`src/common/uart_pkg.sv`:
```
package uart_pkg;

    // bus geometry
    localparam int bus_width  = 32;
    localparam int addr_width = 2;

    typedef logic [7:0] uart_byte_t;

    // register map, one byte per register
    typedef enum logic [addr_width-1:0] {
        REG_TXD     = 2'd0,
        REG_RXD     = 2'd1,
        REG_TXQ_RDY = 2'd2,
        REG_RXQ_RDY = 2'd3
    } reg_addr_e;

    // only single-byte accesses are accepted
    typedef enum logic [1:0] {
        ACC_1B = 2'd0,
        ACC_2B = 2'd1,
        ACC_4B = 2'd2
    } bus_acc_e;

endpackage

```
`src/design/sync_fifo.sv`:
```
`timescale 1ns/1ps

module sync_fifo #(
    parameter int depth = 8
) (
    input  logic                 clk,
    input  logic                 rstn,
    input  logic                 push,
    input  uart_pkg::uart_byte_t din,
    input  logic                 pop,
    output uart_pkg::uart_byte_t dout,
    output logic                 full,
    output logic                 empty
);
    import uart_pkg::*;

    localparam int ptr_w = (depth > 1) ? $clog2(depth) : 1;
    localparam int cnt_w = $clog2(depth + 1);

    uart_byte_t       mem [depth];
    logic [ptr_w-1:0] wr_ptr;
    logic [ptr_w-1:0] rd_ptr;
    logic [cnt_w-1:0] count;
    logic             do_push;
    logic             do_pop;

    assign full    = (count == cnt_w'(depth));
    assign empty   = (count == '0);
    assign do_push = push && !full;
    assign do_pop  = pop && !empty;

    // first word fall through
    assign dout = mem[rd_ptr];

    always_ff @(posedge clk) begin
        if (do_push) begin
            mem[wr_ptr] <= din;
        end
    end

    always_ff @(posedge clk or negedge rstn) begin
        if (!rstn) begin
            wr_ptr <= '0;
            rd_ptr <= '0;
            count  <= '0;
        end else begin
            if (do_push) begin
                wr_ptr <= (wr_ptr == ptr_w'(depth - 1)) ? '0 : wr_ptr + 1'b1;
            end
            if (do_pop) begin
                rd_ptr <= (rd_ptr == ptr_w'(depth - 1)) ? '0 : rd_ptr + 1'b1;
            end
            // simultaneous push and pop leaves count alone
            if (do_push && !do_pop) begin
                count <= count + 1'b1;
            end else if (do_pop && !do_push) begin
                count <= count - 1'b1;
            end
        end
    end

    a_no_push_full: assert property (@(posedge clk) disable iff (!rstn) push |-> !full)
        else $error("sync_fifo: push while full, byte dropped");
    a_no_pop_empty: assert property (@(posedge clk) disable iff (!rstn) pop |-> !empty)
        else $error("sync_fifo: pop while empty");

endmodule

```
`src/uart/uart_rx.sv`:
```
`timescale 1ns/1ps

module uart_rx #(
    parameter int sys_clk_hz = 50_000_000,
    parameter int baud_rate  = 3_125_000
) (
    input  logic                 clk,
    input  logic                 rstn,
    input  logic                 rx,
    output uart_pkg::uart_byte_t rx_byte,
    output logic                 byte_valid
);
    import uart_pkg::*;

    localparam int clks_per_bit = sys_clk_hz / baud_rate;
    localparam int cnt_w        = $clog2(clks_per_bit);
    localparam int filt_len     = 5;
    // edge filter latency pulls the start recheck earlier
    localparam int half_chk     = clks_per_bit / 2 - filt_len + 1;

    typedef enum logic [1:0] {IDLE, START, DATA, STOP} rx_state_e;

    rx_state_e           state;
    logic [filt_len-1:0] line_sr;
    logic [cnt_w-1:0]    cnt;
    logic [2:0]          bit_cnt;
    logic                fall;
    logic                bit_end;
    logic                vote;

    // two highs then three lows
    assign fall    = (line_sr == 5'b11000);
    assign bit_end = (cnt == cnt_w'(clks_per_bit - 1));
    // majority of the three newest samples
    assign vote    = (line_sr[2] & line_sr[1]) | (line_sr[1] & line_sr[0]) |
                     (line_sr[2] & line_sr[0]);

    always_ff @(posedge clk or negedge rstn) begin
        if (!rstn) begin
            line_sr    <= '1;
            state      <= IDLE;
            cnt        <= '0;
            bit_cnt    <= '0;
            byte_valid <= 1'b0;
        end else begin
            line_sr    <= {line_sr[filt_len-2:0], rx};
            byte_valid <= 1'b0;
            cnt        <= (state == IDLE || bit_end) ? '0 : cnt + 1'b1;
            case (state)
                IDLE: begin
                    if (fall) begin
                        state <= START;
                    end
                end
                START: begin
                    // line back high at mid start bit means a glitch
                    if (cnt == cnt_w'(half_chk)) begin
                        state   <= line_sr[0] ? IDLE : DATA;
                        cnt     <= '0;
                        bit_cnt <= '0;
                    end
                end
                DATA: begin
                    if (bit_end) begin
                        bit_cnt <= bit_cnt + 1'b1;
                        if (bit_cnt == 3'd7) begin
                            state <= STOP;
                        end
                    end
                end
                STOP: begin
                    if (bit_end) begin
                        state      <= IDLE;
                        byte_valid <= vote;
                    end
                end
                default: state <= IDLE;
            endcase
        end
    end

    // lsb arrives first
    always_ff @(posedge clk) begin
        if (state == DATA && bit_end) begin
            rx_byte <= {vote, rx_byte[7:1]};
        end
    end

    a_valid_pulse: assert property (@(posedge clk) disable iff (!rstn)
        byte_valid |=> !byte_valid)
        else $error("uart_rx: byte_valid held longer than one cycle");

endmodule

```
`src/uart/uart_tx.sv`:
```
`timescale 1ns/1ps

module uart_tx #(
    parameter int sys_clk_hz = 50_000_000,
    parameter int baud_rate  = 3_125_000
) (
    input  logic                 clk,
    input  logic                 rstn,
    output logic                 tx,
    output logic                 busy,
    output logic                 pop,
    input  logic                 empty,
    input  uart_pkg::uart_byte_t tx_byte
);
    import uart_pkg::*;

    localparam int clks_per_bit = sys_clk_hz / baud_rate;
    localparam int div_w        = $clog2(clks_per_bit);

    typedef enum logic [1:0] {IDLE, START, DATA, STOP} tx_state_e;

    tx_state_e        state;
    logic [div_w-1:0] div_cnt;
    logic [2:0]       bit_cnt;
    uart_byte_t       shifter;
    logic             bit_end;

    assign bit_end = (div_cnt == div_w'(clks_per_bit - 1));
    // take the next byte as soon as the line is free
    assign pop     = (state == IDLE) && !empty;

    always_ff @(posedge clk or negedge rstn) begin
        if (!rstn) begin
            state   <= IDLE;
            div_cnt <= '0;
            bit_cnt <= '0;
            busy    <= 1'b0;
            tx      <= 1'b1;
        end else begin
            div_cnt <= (state == IDLE || bit_end) ? '0 : div_cnt + 1'b1;
            case (state)
                IDLE: begin
                    if (pop) begin
                        state <= START;
                        busy  <= 1'b1;
                        tx    <= 1'b0;
                    end
                end
                START: begin
                    if (bit_end) begin
                        state   <= DATA;
                        bit_cnt <= '0;
                        tx      <= shifter[0];
                    end
                end
                DATA: begin
                    if (bit_end) begin
                        bit_cnt <= bit_cnt + 1'b1;
                        if (bit_cnt == 3'd7) begin
                            state <= STOP;
                            tx    <= 1'b1;
                        end else begin
                            tx <= shifter[0];
                        end
                    end
                end
                STOP: begin
                    if (bit_end) begin
                        state <= IDLE;
                        busy  <= 1'b0;
                    end
                end
                default: state <= IDLE;
            endcase
        end
    end

    always_ff @(posedge clk) begin
        if (pop) begin
            shifter <= tx_byte;
        end else if (bit_end && (state == START || state == DATA)) begin
            shifter <= {1'b0, shifter[7:1]};
        end
    end

    a_pop_idle: assert property (@(posedge clk) disable iff (!rstn) pop |-> !busy)
        else $error("uart_tx: pop while a frame is in flight");

endmodule

```
`src/design/uart_regs.sv`:
```
`timescale 1ns/1ps

module uart_regs (
    input  logic                              clk,
    input  logic                              rstn,
    input  logic [uart_pkg::addr_width-1:0]   addr,
    input  logic                              w_rb,
    input  uart_pkg::bus_acc_e                acc,
    input  logic [uart_pkg::bus_width-1:0]    wdata,
    input  logic                              req,
    output logic [uart_pkg::bus_width-1:0]    rdata,
    output logic                              resp,
    output logic                              fault,
    output logic                              tx_push,
    output uart_pkg::uart_byte_t              tx_byte,
    input  logic                              tx_full,
    output logic                              rx_pop,
    input  uart_pkg::uart_byte_t              rx_head,
    input  logic                              rx_empty
);
    import uart_pkg::*;

    reg_addr_e  reg_addr;
    logic       bad_acc;
    logic       bad_dir;
    logic       bad_state;
    logic       invld;
    logic       valid;
    uart_byte_t rd_next;
    uart_byte_t rd_byte;

    assign reg_addr = reg_addr_e'(addr);

    // TXD is the only writable register, and the only one not readable
    assign bad_acc   = (acc != ACC_1B);
    assign bad_dir   = w_rb ? (reg_addr != REG_TXD) : (reg_addr == REG_TXD);
    assign bad_state = (w_rb && reg_addr == REG_TXD && tx_full) ||
                       (!w_rb && reg_addr == REG_RXD && rx_empty);
    assign invld     = bad_acc || bad_dir || bad_state;

    assign fault = req && invld;
    assign valid = req && !invld;

    assign tx_push = valid && w_rb && (reg_addr == REG_TXD);
    assign tx_byte = wdata[7:0];
    assign rx_pop  = valid && !w_rb && (reg_addr == REG_RXD);

    always_comb begin
        case (reg_addr)
            REG_RXD:     rd_next = rx_head;
            REG_TXQ_RDY: rd_next = {7'd0, !tx_full};
            REG_RXQ_RDY: rd_next = {7'd0, !rx_empty};
            default:     rd_next = '0;
        endcase
    end

    always_ff @(posedge clk or negedge rstn) begin
        if (!rstn) begin
            resp <= 1'b0;
        end else begin
            resp <= valid;
        end
    end

    always_ff @(posedge clk) begin
        if (valid && !w_rb) begin
            rd_byte <= rd_next;
        end
    end

    assign rdata = {{(bus_width - 8){1'b0}}, rd_byte};

    // master never overlaps a req with the previous resp
    a_fault_resp: assert property (@(posedge clk) disable iff (!rstn) !(fault && resp))
        else $error("uart_regs: fault and resp high together");
    a_pop_nonempty: assert property (@(posedge clk) disable iff (!rstn) rx_pop |-> !rx_empty)
        else $error("uart_regs: rx_pop on empty receive FIFO");

endmodule

```
`src/design/uart_controller.sv`:
```
`timescale 1ns/1ps

module uart_controller #(
    parameter int sys_clk_hz = 50_000_000,
    parameter int baud_rate  = 3_125_000,
    parameter int fifo_depth = 8
) (
    input  logic                            clk,
    input  logic                            rstn,
    input  logic                            rx,
    output logic                            tx,
    input  logic [uart_pkg::addr_width-1:0] addr,
    input  logic                            w_rb,
    input  uart_pkg::bus_acc_e              acc,
    input  logic [uart_pkg::bus_width-1:0]  wdata,
    input  logic                            req,
    output logic [uart_pkg::bus_width-1:0]  rdata,
    output logic                            resp,
    output logic                            fault
);
    import uart_pkg::*;

    // register side
    logic       tx_push;
    uart_byte_t tx_byte;
    logic       tx_full;
    logic       rx_pop;
    uart_byte_t rx_head;
    logic       rx_empty;

    // line side
    uart_byte_t rx_byte;
    logic       byte_valid;
    uart_byte_t tx_head;
    logic       tx_empty;
    logic       tx_pop;

    uart_regs u_regs (
        .clk      (clk),
        .rstn     (rstn),
        .addr     (addr),
        .w_rb     (w_rb),
        .acc      (acc),
        .wdata    (wdata),
        .req      (req),
        .rdata    (rdata),
        .resp     (resp),
        .fault    (fault),
        .tx_push  (tx_push),
        .tx_byte  (tx_byte),
        .tx_full  (tx_full),
        .rx_pop   (rx_pop),
        .rx_head  (rx_head),
        .rx_empty (rx_empty)
    );

    uart_rx #(.sys_clk_hz(sys_clk_hz), .baud_rate(baud_rate)) u_rx (
        .clk        (clk),
        .rstn       (rstn),
        .rx         (rx),
        .rx_byte    (rx_byte),
        .byte_valid (byte_valid)
    );

    // overflow drops the byte, flagged inside the FIFO
    sync_fifo #(.depth(fifo_depth)) rx_fifo (
        .clk   (clk),
        .rstn  (rstn),
        .push  (byte_valid),
        .din   (rx_byte),
        .pop   (rx_pop),
        .dout  (rx_head),
        .full  (),
        .empty (rx_empty)
    );

    sync_fifo #(.depth(fifo_depth)) tx_fifo (
        .clk   (clk),
        .rstn  (rstn),
        .push  (tx_push),
        .din   (tx_byte),
        .pop   (tx_pop),
        .dout  (tx_head),
        .full  (tx_full),
        .empty (tx_empty)
    );

    uart_tx #(.sys_clk_hz(sys_clk_hz), .baud_rate(baud_rate)) u_tx (
        .clk     (clk),
        .rstn    (rstn),
        .tx      (tx),
        .busy    (),
        .pop     (tx_pop),
        .empty   (tx_empty),
        .tx_byte (tx_head)
    );

endmodule

```
`config.mk`:
```
export PLATFORM = sky130hd
export DESIGN_NAME = uart_controller
export DESIGN_NICKNAME = d
export VERILOG_FILES = /design/src/common/uart_pkg.sv /design/src/design/sync_fifo.sv /design/src/uart/uart_rx.sv /design/src/uart/uart_tx.sv /design/src/design/uart_regs.sv /design/src/design/uart_controller.sv
export SDC_FILE = /design/constraint.sdc
export NUM_CORES = 1
export LEC_CHECK = 0
export ABC_AREA = 0
export BUFFER_PORTS_ARGS = -buffer_cell sky130_fd_sc_hd__buf_4
export CAP_MARGIN = 20
export CELL_PAD_IN_SITES_DETAIL_PLACEMENT = 0
export CELL_PAD_IN_SITES_GLOBAL_PLACEMENT = 2
export CORE_MARGIN = 4
export CORE_UTILIZATION = 44
export CTS_CLUSTER_SIZE = 10
export DETAILED_ROUTE_END_ITERATION = 12
export GPL_ROUTABILITY_DRIVEN = 0
export GPL_TIMING_DRIVEN = 1
export PLACE_DENSITY = 0.89
export REMOVE_ABC_BUFFERS = 1
export SLEW_MARGIN = 20
export SYNTH_ARGS = -nofsm -noshare
export SYNTH_HDL_FRONTEND = slang
export SYNTH_SLANG_ARGS = --single-unit
```
`constraint.sdc`:
```
create_clock -name clk -period 3 [get_ports clk]
set_input_delay 0.6 -clock clk [delete_from_list [all_inputs] [get_ports clk]]
set_output_delay 0.6 -clock clk [all_outputs]
set_load 0.03 [all_outputs]
```
==> results.py, run 1 <==
metrics = {
    "run_status": {
        "outcome": "finished, final reports clean",
    },
    "pwr": {
        "finalPower_mw": 6.829,
        "seq_power_share": 0.481,
        "peakVddDrop_uv": 437.2,
        "combPwrFrac": 0.174,
        "p_clk_frac": 0.345,
        "leakage_nw": 3.643,
        "power_switching_mw": 1.799,
        "internal-power_mw": 5.030,
        "power_density_nw_per_um2": 701.6,
        "switching_share": 0.2635,
    },
    "setup_path": {
        "cp_max_fo": 2,
        "required_ps": 3360,
        "path_cells": "buf_4 > nor2_4 > ha_1 > or3_4 > or4b_4 > clkinv_4 > ha_2 > inv_1 > ha_1 > a21o_1 > a21oi_2 > mux2i_1 > xnor2_1",
        "cp_data_arrival_time_ps": 3250,
        "crit_path_start_kind": "input port",
        "endpoint_kind": "flip-flop",
        "worstSetupPathType": "in -> reg",
        "cpPeakStageDelay_ps": 550,
        "reg2reg_depth": 12,
        "critical-path-slowest-cell": "or4b_4",
        "cpMostUsedCell": "ha_1",
    },
    "layout": {
        "register_area_sq_um": 5723,
        "diodes": 0,
        "syn2layout_area_growth_pct": 14.70,
        "fill_cells": 1547,
        "postLayoutCellArea_sq_um": 9733,
        "nets": 651,
        "drive_gt1_frac": 0.2542,
        "multiInputGateArea_sq_um": 2570,
    },
    "worst_hold_path": {
        "hp-class": "in -> async",
    },
    "grt": {
        "use_met3": 0.03886,
        "met1_usage": 0.2004,
        "gr-total-overflow": 0,
        "grt_max_degree": 47,
        "grt_most_used_layer": "met2",
        "grt_pass1_wl_microns": 24570,
        "track_usage": 0.1494,
        "antenna_found_initial": 0,
        "grtUsageMet2": 0.2372,
        "grt_pass1_vias": 4505,
    },
    "routing": {
        "drtAntennaViolNets": 0,
        "wire_per_inst_microns": 18.04,
        "wl_microns": 15330,
        "via_per_inst": 5.195,
        "drtIter0Drc": 294,
        "vias": 4416,
        "dr.pass1.iters": 4,
        "drc": 0,
    },
    "clocking": {
        "postCtsSetupBuffers": 0,
        "cts_tree": "yes",
        "clk_pin_slew_ps": 70,
        "cts_buffer_depth": 2,
        "hold_buffers": 0,
        "cts.sinks": 198,
        "cts-root-buf": "clkbuf_16",
        "clock_latency_ps": 440,
        "htreeDepth": 4,
        "cts_buffers": 17,
    },
    "die": {
        "rows": 50,
        "dieArea_sq_um": 21570,
        "num_io_pins": 76,
        "die_x_microns": 146.9,
        "core_area_sq_um": 18830,
        "start_util": 0.4506,
        "die_height_microns": 146.9,
    },
    "timing": {
        "skew_ps": 12.02,
        "slew_headroom": 0.4402,
        "hold_viol": 0,
        "fin_crit_sh": 0.9654,
        "drv_slew": 0,
        "fmax_mhz": 345.3,
        "tightestPinTransition_ps": 839.7,
        "post-route-min-period_ps": 2896,
        "setup_viol": 0,
        "rsz0062_at_grt": "true",
    },
    "placement": {
        "placed_area_sq_um": 9090,
        "hpwl_microns": 10060,
        "io_buffers": 27,
    },
    "logic_synthesis": {
        "avgSynthCellArea_sq_um": 16.48,
        "synth_edf_count": 152,
        "netlist_instances": 515,
        "yosys_warnings": 0,
        "synthArstFlopShare": 0.2323,
        "synth_flop_cell": "edfxtp_1",
        "synth_cell_type_count": 54,
        "yosysSeqAreaShare": 0.6744,
        "syn-cell-area_sq_um": 8486,
        "synth-seq-cells": 198,
    },
    "flow_run": {
        "cap_violations": 0,
    },
}
==> final timing paths <==
kind | start | end | slack [ps]
max in group asynchronous | rstn | u_tx.state[1]$_DFFE_PN0P_ | 2390
min in group clk | rx | u_rx.line_sr[0]$_DFF_PN1_ | 270
worst max register to register | rx_fifo.count[0]$_DFFE_PN0P_ | rx_fifo.count[3]$_DFFE_PN0P_ | 270
worst max-delay path | addr[1] | tx_fifo.count[3]$_DFFE_PN0P_ | 100
worst min-delay path | rstn | u_rx.bit_cnt[0]$_DFFE_PN0P_ | 170
worst min register to register | u_rx.line_sr[3]$_DFF_PN1_ | u_rx.line_sr[4]$_DFF_PN1_ | 370
==> critical path, delay by kind of cell <==
kind	cells	cell delay, ps
AND/OR/NAND/NOR	3	1050
buffers and inverters	3	230
multiplexers	1	220
adder cells (fa/ha/maj)	3	670
AO/OA/AOI/OAI	2	350
XOR/XNOR	1	130
==> timing repair <==
item,CTS,global route
pin swaps,0,2
resized for setup,1,6
setup endpoints to repair,1,3
==> flip-flops by register name (all words and copies together), names as in the netlist, 3 cells and up, named ones only <==
name and flops:
rx_fifo.count 4, u_rx.line_sr 5, u_regs.rd_byte 8, rx_fifo.wr_ptr 3, tx_fifo.wr_ptr 3, u_rx.cnt 4
rx_fifo.mem 64, u_tx.shifter 8, u_rx.rx_byte 8, tx_fifo.count 4, tx_fifo.mem 64, u_rx.bit_cnt 3
rx_fifo.rd_ptr 3, tx_fifo.rd_ptr 3, u_tx.div_cnt 4, u_tx.bit_cnt 3
==> cell usage after synthesis (2+ instances only) <==
cell,instances,share of area
edfxtp_1,152,0.54
dfrtp_1,40,0.12
mux4_2,32,0.085
ha_1,31,0.046
nand2_1,30,0.013
nor2_1,30,0.013
buf_4,24,0.021
mux2i_1,21,0.025
o21ai_0,14,0.0083
inv_1,13,0.0058
mux2_2,11,0.015
nor3_1,10,0.0059
a21oi_1,8,0.0047
a22o_1,7,0.0072
clkbuf_1,7,0.0031
xnor2_1,7,0.0072
dfstp_2,6,0.019
nand2b_1,6,0.0044
a21o_1,5,0.0044
buf_2,5,0.0029
and2_1,4,0.0029
nand3_1,4,0.0024
nor2b_1,4,0.0029
nor4_1,4,0.0029
and3_1,3,0.0022
nor4b_1,3,0.0031
buf_1,2,0.00089
fa_1,2,0.0047
nand3b_1,2,0.0018
nand4_1,2,0.0015
nor3b_2,2,0.0029
o41ai_1,2,0.0021
==> power by group through the flow <==
| stage | sequential [mW] | combinational, mW | clock [mW] |
|---|---|---|---|
| 2_1_floorplan | 3.36 | 0.833 | 0 |
| 3_3_place_gp | 3.33 | 1.14 | 0 |
| 3_5_place_dp | 3.34 | 1.18 | 0 |
| 4_1_cts | 3.28 | 1.19 | 2.41 |
| 5_1_grt | 3.31 | 1.33 | 2.53 |
| 6_report | 3.28 | 1.19 | 2.36 |
==> cells by family after synthesis <==
| kind of cell | count (synthesis) | share of synthesized area |
|---|---|---|
| fa+ha+maj | 34 | 0.05161 |
| buf+inv | 53 | 0.03627 |
| simple gates | 112 | 0.06871 |
| other cells | 1 | 0.0004419 |
| flops | 198 | 0.6744 |
| mux | 65 | 0.1256 |
| compound gates | 44 | 0.03465 |
| xor+xnor | 8 | 0.008257 |
==> cells in the final DEF, fill, tap and decap left out, types with 5 or more instances in the layout <==
| cell type | synthesis | layout |
|---|---|---|
| nand2_1 | 30 | 30 |
| a21oi_1 | 8 | 7 |
| conb_1 | 1 | 24 |
| ha_1 | 31 | 30 |
| nand2b_1 | 6 | 6 |
| dfrtp_1 | 40 | 40 |
| a22o_1 | 7 | 7 |
| o21ai_0 | 14 | 14 |
| mux4_2 | 32 | 32 |
| nor3_1 | 10 | 10 |
| inv_1 | 13 | 13 |
| edfxtp_1 | 152 | 152 |
| mux2_2 | 11 | 11 |
| mux2i_1 | 21 | 21 |
| a21o_1 | 5 | 5 |
| xnor2_1 | 7 | 7 |
| nor2_1 | 30 | 29 |
| clkinvlp_4 | 0 | 5 |
| clkbuf_16 | 0 | 17 |
| buf_4 | 24 | 59 |
| dfstp_2 | 6 | 6 |
==> final cells by class <==
cell class	count	share of cell area
timing repair buffer	59	0.04551
sequential	198	0.5880
clock inverter	12	0.01723
multi-input combinational	287	0.2640
tap	260	0.03342
clock buffer	20	0.04589
inverter	14	0.005913
==> stage by stage <==
step                  util  instances  hold slack (ps)  setup slack [ps]  TNS (ps)
floorplan                -        499            304.4            -420.2     -8926
global placement    0.4827        818            357.2            -453.4     -6714
detailed placement  0.4827        818            360.9            -490.1     -8216
CTS                 0.5155        850            183.5             3.393         0
global route        0.5169        850            207.6            -30.60    -30.60
finish              0.5169        850            174.1             103.7         0
==> per-layer routing <==
layer  vias to the layer above  part of all wire
met5                         -                 0
met1                      2261              0.44
met4                         0             0.016
met3                        23             0.050
met2                        98              0.49
li1                       2034                 -
Note: power is estimated with default switching activity, not from simulation.
==> run 2, diff against run 1 <==
- GPL_TIMING_DRIVEN: 1 -> 0
==> results.py, run 2 (synthesized netlist as in run 1, its figures left out) <==
metrics = {
    "die": {
        "die_height_microns": 146.9,
        "rows": 50,
        "dieArea_sq_um": 21570,
        "core_area_sq_um": 18830,
        "die_x_microns": 146.9,
        "start_util": 0.4506,
        "num_io_pins": 76,
    },
    "pwr": {
        "leakage_nw": 3.564,
        "power_density_nw_per_um2": 700.5,
        "peakVddDrop_uv": 417.1,
        "finalPower_mw": 6.766,
    },
    "clocking": {
        "cts.sinks": 198,
        "cts_tree": "yes",
        "clock_latency_ps": 440,
        "cts-root-buf": "clkbuf_16",
        "htreeDepth": 4,
        "cts_buffers": 17,
        "clk_pin_slew_ps": 70,
        "cts_buffer_depth": 2,
    },
    "setup_path": {
        "r2r-end": "tx_fifo.count[3]$_DFFE_PN0P_",
        "cp_max_fo": 8,
        "cp_data_arrival_time_ps": 2950,
        "required_ps": 3060,
        "reg2reg_from": "tx_fifo.count[0]$_DFFE_PN0P_",
        "worstSetupPathType": "in -> reg",
        "reg2reg_depth": 9,
        "r2r_setup_slack_ps": 220,
        "crit_path_start_kind": "input port",
        "endpoint_kind": "flip-flop",
    },
    "flow_run": {
        "cap_violations": 0,
    },
    "layout": {
        "syn2layout_area_growth_pct": 13.83,
        "reg_top3": "rx_fifo.mem: 64 flops, tx_fifo.mem: 64 flops",
        "layout_common_cells": "152 x edfxtp_1, 38 x dfrtp_1, 35 x buf_4, 32 x mux4_2, 30 x nand2_1",
        "instances_no_fill": 828,
        "layout_commonest_cell": "edfxtp_1",
        "diodes": 0,
        "nets": 629,
        "drive_gt1_frac": 0.2588,
    },
    "timing": {
        "whs_ps": 168.4,
        "fin_tns_setup_ps": 0,
        "setup_viol": 0,
        "slew_headroom": 0.4121,
        "fmax_mhz": 346.7,
        "post-route-min-period_ps": 2884,
        "hold_viol": 0,
        "tightestPinTransition_ps": 878.0,
        "skew_ps": 10.90,
        "drv_slew": 0,
        "fin_crit_sh": 0.9614,
        "worst_slack_ps": 115.8,
    },
    "routing": {
        "wire_per_inst_microns": 17.63,
        "vias": 4240,
        "via_per_inst": 5.121,
        "drc": 0,
        "dr.pass1.iters": 4,
        "drtAntennaViolNets": 0,
        "drtIter0Drc": 260,
        "wl_microns": 14600,
    },
    "grt": {
        "gr-total-overflow": 0,
        "grt_pass1_wl_microns": 23360,
        "track_usage": 0.1424,
        "grt_max_degree": 47,
        "grt_pass1_vias": 4391,
        "antenna_found_initial": 0,
    },
    "placement": {
        "io_buffers": 27,
        "dp_cells": 795,
        "post-place-ws_ps": -944.6,
        "hpwl_microns": 9923,
    },
    "run_status": {
        "outcome": "finished, final reports clean",
    },
    "worst_hold_path": {
        "hp-class": "in -> async",
    },
}
==> run 2: cell count changes in the layout (fill, tap and decap cells not counted), moves of 2 or more <==
cell / change
nor3_2: +6
clkbuf_1: -2
buf_2: +2
nor3_1: -6
dfrtp_1: -2
inv_1: -2
nor4_1: -3
dfrtp_2: +2
buf_4: -24
ha_4: +2
nor4_2: +2
inv_8: +4
clkinvlp_4: -3
inv_2: +2
==> run 2: final cells by class <==
| cell class | instances | area (sq um) |
|---|---|---|
| Sequential cell | 198 | 5725 |
| Timing Repair Buffer | 37 | 272.8 |
| Tap cell | 260 | 325.3 |
| Clock buffer | 17 | 425.4 |
| Fill cell | 1534 | 9171 |
| Multi-Input combinational cell | 287 | 2670 |
| Inverter | 14 | 57.56 |
| Clock inverter | 15 | 182.7 |
==> run 2: worst max path at each step <==
stage	start	to	depth (start not counted)
after global routing	tx_fifo.count[0]$_DFFE_PN0P_	tx_fifo.count[3]$_DFFE_PN0P_	9
after detailed placement	addr[1]	tx_fifo.count[3]$_DFFE_PN0P_	13
after floorplan	addr[1]	tx_fifo.mem[2][0]$_DFFE_PP_	5
final	addr[0]	tx_fifo.mem[5][1]$_DFFE_PP_	8
after CTS	addr[1]	tx_fifo.count[3]$_DFFE_PN0P_	13
after global placement	addr[1]	tx_fifo.mem[2][4]$_DFFE_PP_	6
==> run 2: worst max-delay path, cell delays in order <==
cell and delay [ps]:
buf_4 130, nor2_4 160, ha_4 230, or3_4 340
or4b_4 570, clkinv_4 90, nand2_4 70, nor3b_2 750
==> run 2: where the power goes <==
part / internal [mW] / total [mW] / switching, mW
clock: 1.27 / 2.33 / 1.06
combinational: 0.538 / 1.09 / 0.556
sequential: 3.12 / 3.35 / 0.224
total: 4.93 / 6.77 / 1.84
==> run 2: repair_timing <==
action / 4_1_cts / 5_1_grt
setup buffers: 1 / 0
pin swaps: 1 / 6
gates resized for setup: 6 / 10
hold buffers: 0 / 0
endpoints found under the hold margin: 0 / 0
endpoints found under the setup margin: 61 / 15
==> run 2: through the flow <==
step | area (sq um) | util
after global placement | 8850 | 0.4700
after detailed placement | 8970 | 0.4763
after CTS | 9608 | 0.5102
after global routing | 9659 | 0.5130
final | 9659 | 0.5130
after floorplan | 8322 | -
==> run 2: metal layers <==
metal	vias up	track usage	wire length [microns]
met4	0	0.05127	97
met3	5	0.03671	698
met2	79	0.2330	7526
met5	-	0	0
met1	2151	0.1853	6276
li1	2005	-	-
==> run 3, diff against run 2 <==
- BUFFER_PORTS_ARGS: -buffer_cell sky130_fd_sc_hd__buf_4 -> not set
- CORE_UTILIZATION: 44 -> 45
- DONT_BUFFER_PORTS: not set -> 1
- PLACE_DENSITY: 0.89 -> 0.85
==> results.py, run 3 (synthesized netlist as in run 1, its figures left out) <==
metrics = {
    "routing": {
        "wire_per_inst_microns": 18.89,
        "drc": 0,
        "wl_microns": 14560,
        "drtAntennaViolNets": 0,
        "drtIter0Drc": 250,
        "dr.pass1.iters": 4,
        "vias": 4142,
        "via_per_inst": 5.372,
    },
    "timing": {
        "rsz0062_at_grt": "false",
        "whs_ps": 154.5,
        "skew_ps": 12.46,
        "setup_viol": 0,
        "slew_headroom": 0.4045,
        "drv_slew": 0,
        "post-route-min-period_ps": 2897,
        "fmax_mhz": 345.2,
        "tightestPinTransition_ps": 889.9,
        "fin_crit_sh": 0.9655,
        "hold_viol": 0,
    },
    "setup_path": {
        "crit_path_start_kind": "input port",
        "reg2reg_depth": 11,
        "required_ps": 3150,
        "cp_max_fo": 9,
        "cp_data_arrival_time_ps": 3050,
        "worstSetupPathType": "in -> reg",
        "endpoint_kind": "flip-flop",
    },
    "layout": {
        "register_area_sq_um": 5724,
        "drive_gt1_frac": 0.2159,
        "diodes": 0,
        "layout_commonest_cell": "edfxtp_1",
        "nets": 603,
        "multiInputGateArea_sq_um": 2644,
        "instances_no_fill": 771,
        "reg_top3": "rx_fifo.mem: 64 flops, tx_fifo.mem: 64 flops",
        "syn2layout_area_growth_pct": 10.65,
        "layout_common_cells": "152 x edfxtp_1, 39 x dfrtp_1, 32 x mux4_2, 30 x nand2_1, 30 x ha_1",
        "fill_cells": 1461,
    },
    "worst_hold_path": {
        "hp-class": "in -> reg",
        "hold_path_depth": 0,
    },
    "die": {
        "rows": 49,
        "start_util": 0.4645,
        "dieArea_sq_um": 21120,
        "core_area_sq_um": 18270,
        "die_height_microns": 145.3,
        "num_io_pins": 76,
        "die_x_microns": 145.3,
    },
    "clocking": {
        "clk_pin_slew_ps": 80,
        "cts.sinks": 198,
        "cts_buffer_depth": 2,
        "cts_buffers": 17,
        "cts_tree": "yes",
        "clock_latency_ps": 430,
        "cts-root-buf": "clkbuf_16",
        "htreeDepth": 4,
    },
    "grt": {
        "grt_pass1_wl_microns": 22970,
        "antenna_found_initial": 0,
        "grt_pass1_vias": 4164,
        "grt_max_degree": 45,
        "track_usage": 0.1421,
        "gr-total-overflow": 0,
    },
    "placement": {
        "io_buffers": 0,
        "dp_cells": 735,
        "hpwl_microns": 9687,
    },
    "pwr": {
        "peakVddDrop_uv": 477.7,
        "power_density_nw_per_um2": 701.1,
        "leakage_nw": 3.417,
    },
    "run_status": {
        "outcome": "finished, final reports clean",
    },
    "flow_run": {
        "cap_violations": 0,
    },
}
[run 3: repair_timing]
action / in CTS / in global routing
pin swaps: 1 / 2
gates resized for setup: 4 / 7
setup endpoints to repair: 41 / 7
hold buffers: 2 / 0
cloned: 0 / 0
hold endpoints to repair: 44 / 0
setup buffers: 1 / 1
[run 3: critical path, stage by stage]
cell and delay (ps):
nor2_2 130, ha_1 240, or3_1 390, or4b_4 590, buf_4 200, nor4b_2 620, buf_4 270
[run 3: worst paths after layout]
check | start | to | slack [ps]
max in group asynchronous | rstn | u_rx.line_sr[2]$_DFF_PN1_ | 1840
min in group asynchronous | rstn | u_tx.tx$_DFFE_PN1P_ | 850
max reg2reg | rx_fifo.count[0]$_DFFE_PN0P_ | rx_fifo.count[3]$_DFFE_PN0P_ | 290
min | rx | u_rx.line_sr[0]$_DFF_PN1_ | 150
max | addr[1] | tx_fifo.mem[2][7]$_DFFE_PP_ | 100
min reg2reg | u_rx.line_sr[1]$_DFF_PN1_ | u_rx.line_sr[2]$_DFF_PN1_ | 380
[run 3: layout make-up]
class	count	share of cell area
multi-input cells	287	0.2816
inverters	14	0.006130
clock buffers	17	0.04531
flip-flops and latches	198	0.6097
repair buffers	11	0.01199
clock inverters	15	0.01479
well taps	229	0.03052
[run 3: stage by stage]
step	cell area, sq um	setup slack, ps	power (mW)	utilization	setup TNS (ps)
final	9389	103.5	6.583	0.5139	0
after global routing	9389	1.702	6.921	0.5139	0
after CTS	9351	32.14	6.633	0.5118	0
after detailed placement	8727	-713.9	4.457	0.4777	-30940
after global placement	8608	-1317	4.389	0.4712	-49760
after floorplan	8322	-420.2	4.190	-	-8926
[run 3: where the power goes]
| part | internal [mW] | switching [mW] |
|---|---|---|
| Clock | 1.09 | 1.05 |
| Combinational | 0.529 | 0.554 |
| Sequential | 3.12 | 0.233 |
[run 3: routing by layer]
metal,up-vias,wire length [microns],GRT usage,share of wire
li1,1946,-,-,-
met1,2100,6623,0.1910,0.45
met2,85,7186,0.2302,0.49
met3,11,594,0.03679,0.041
met4,0,159,0.04274,0.011
met5,-,0,0,0
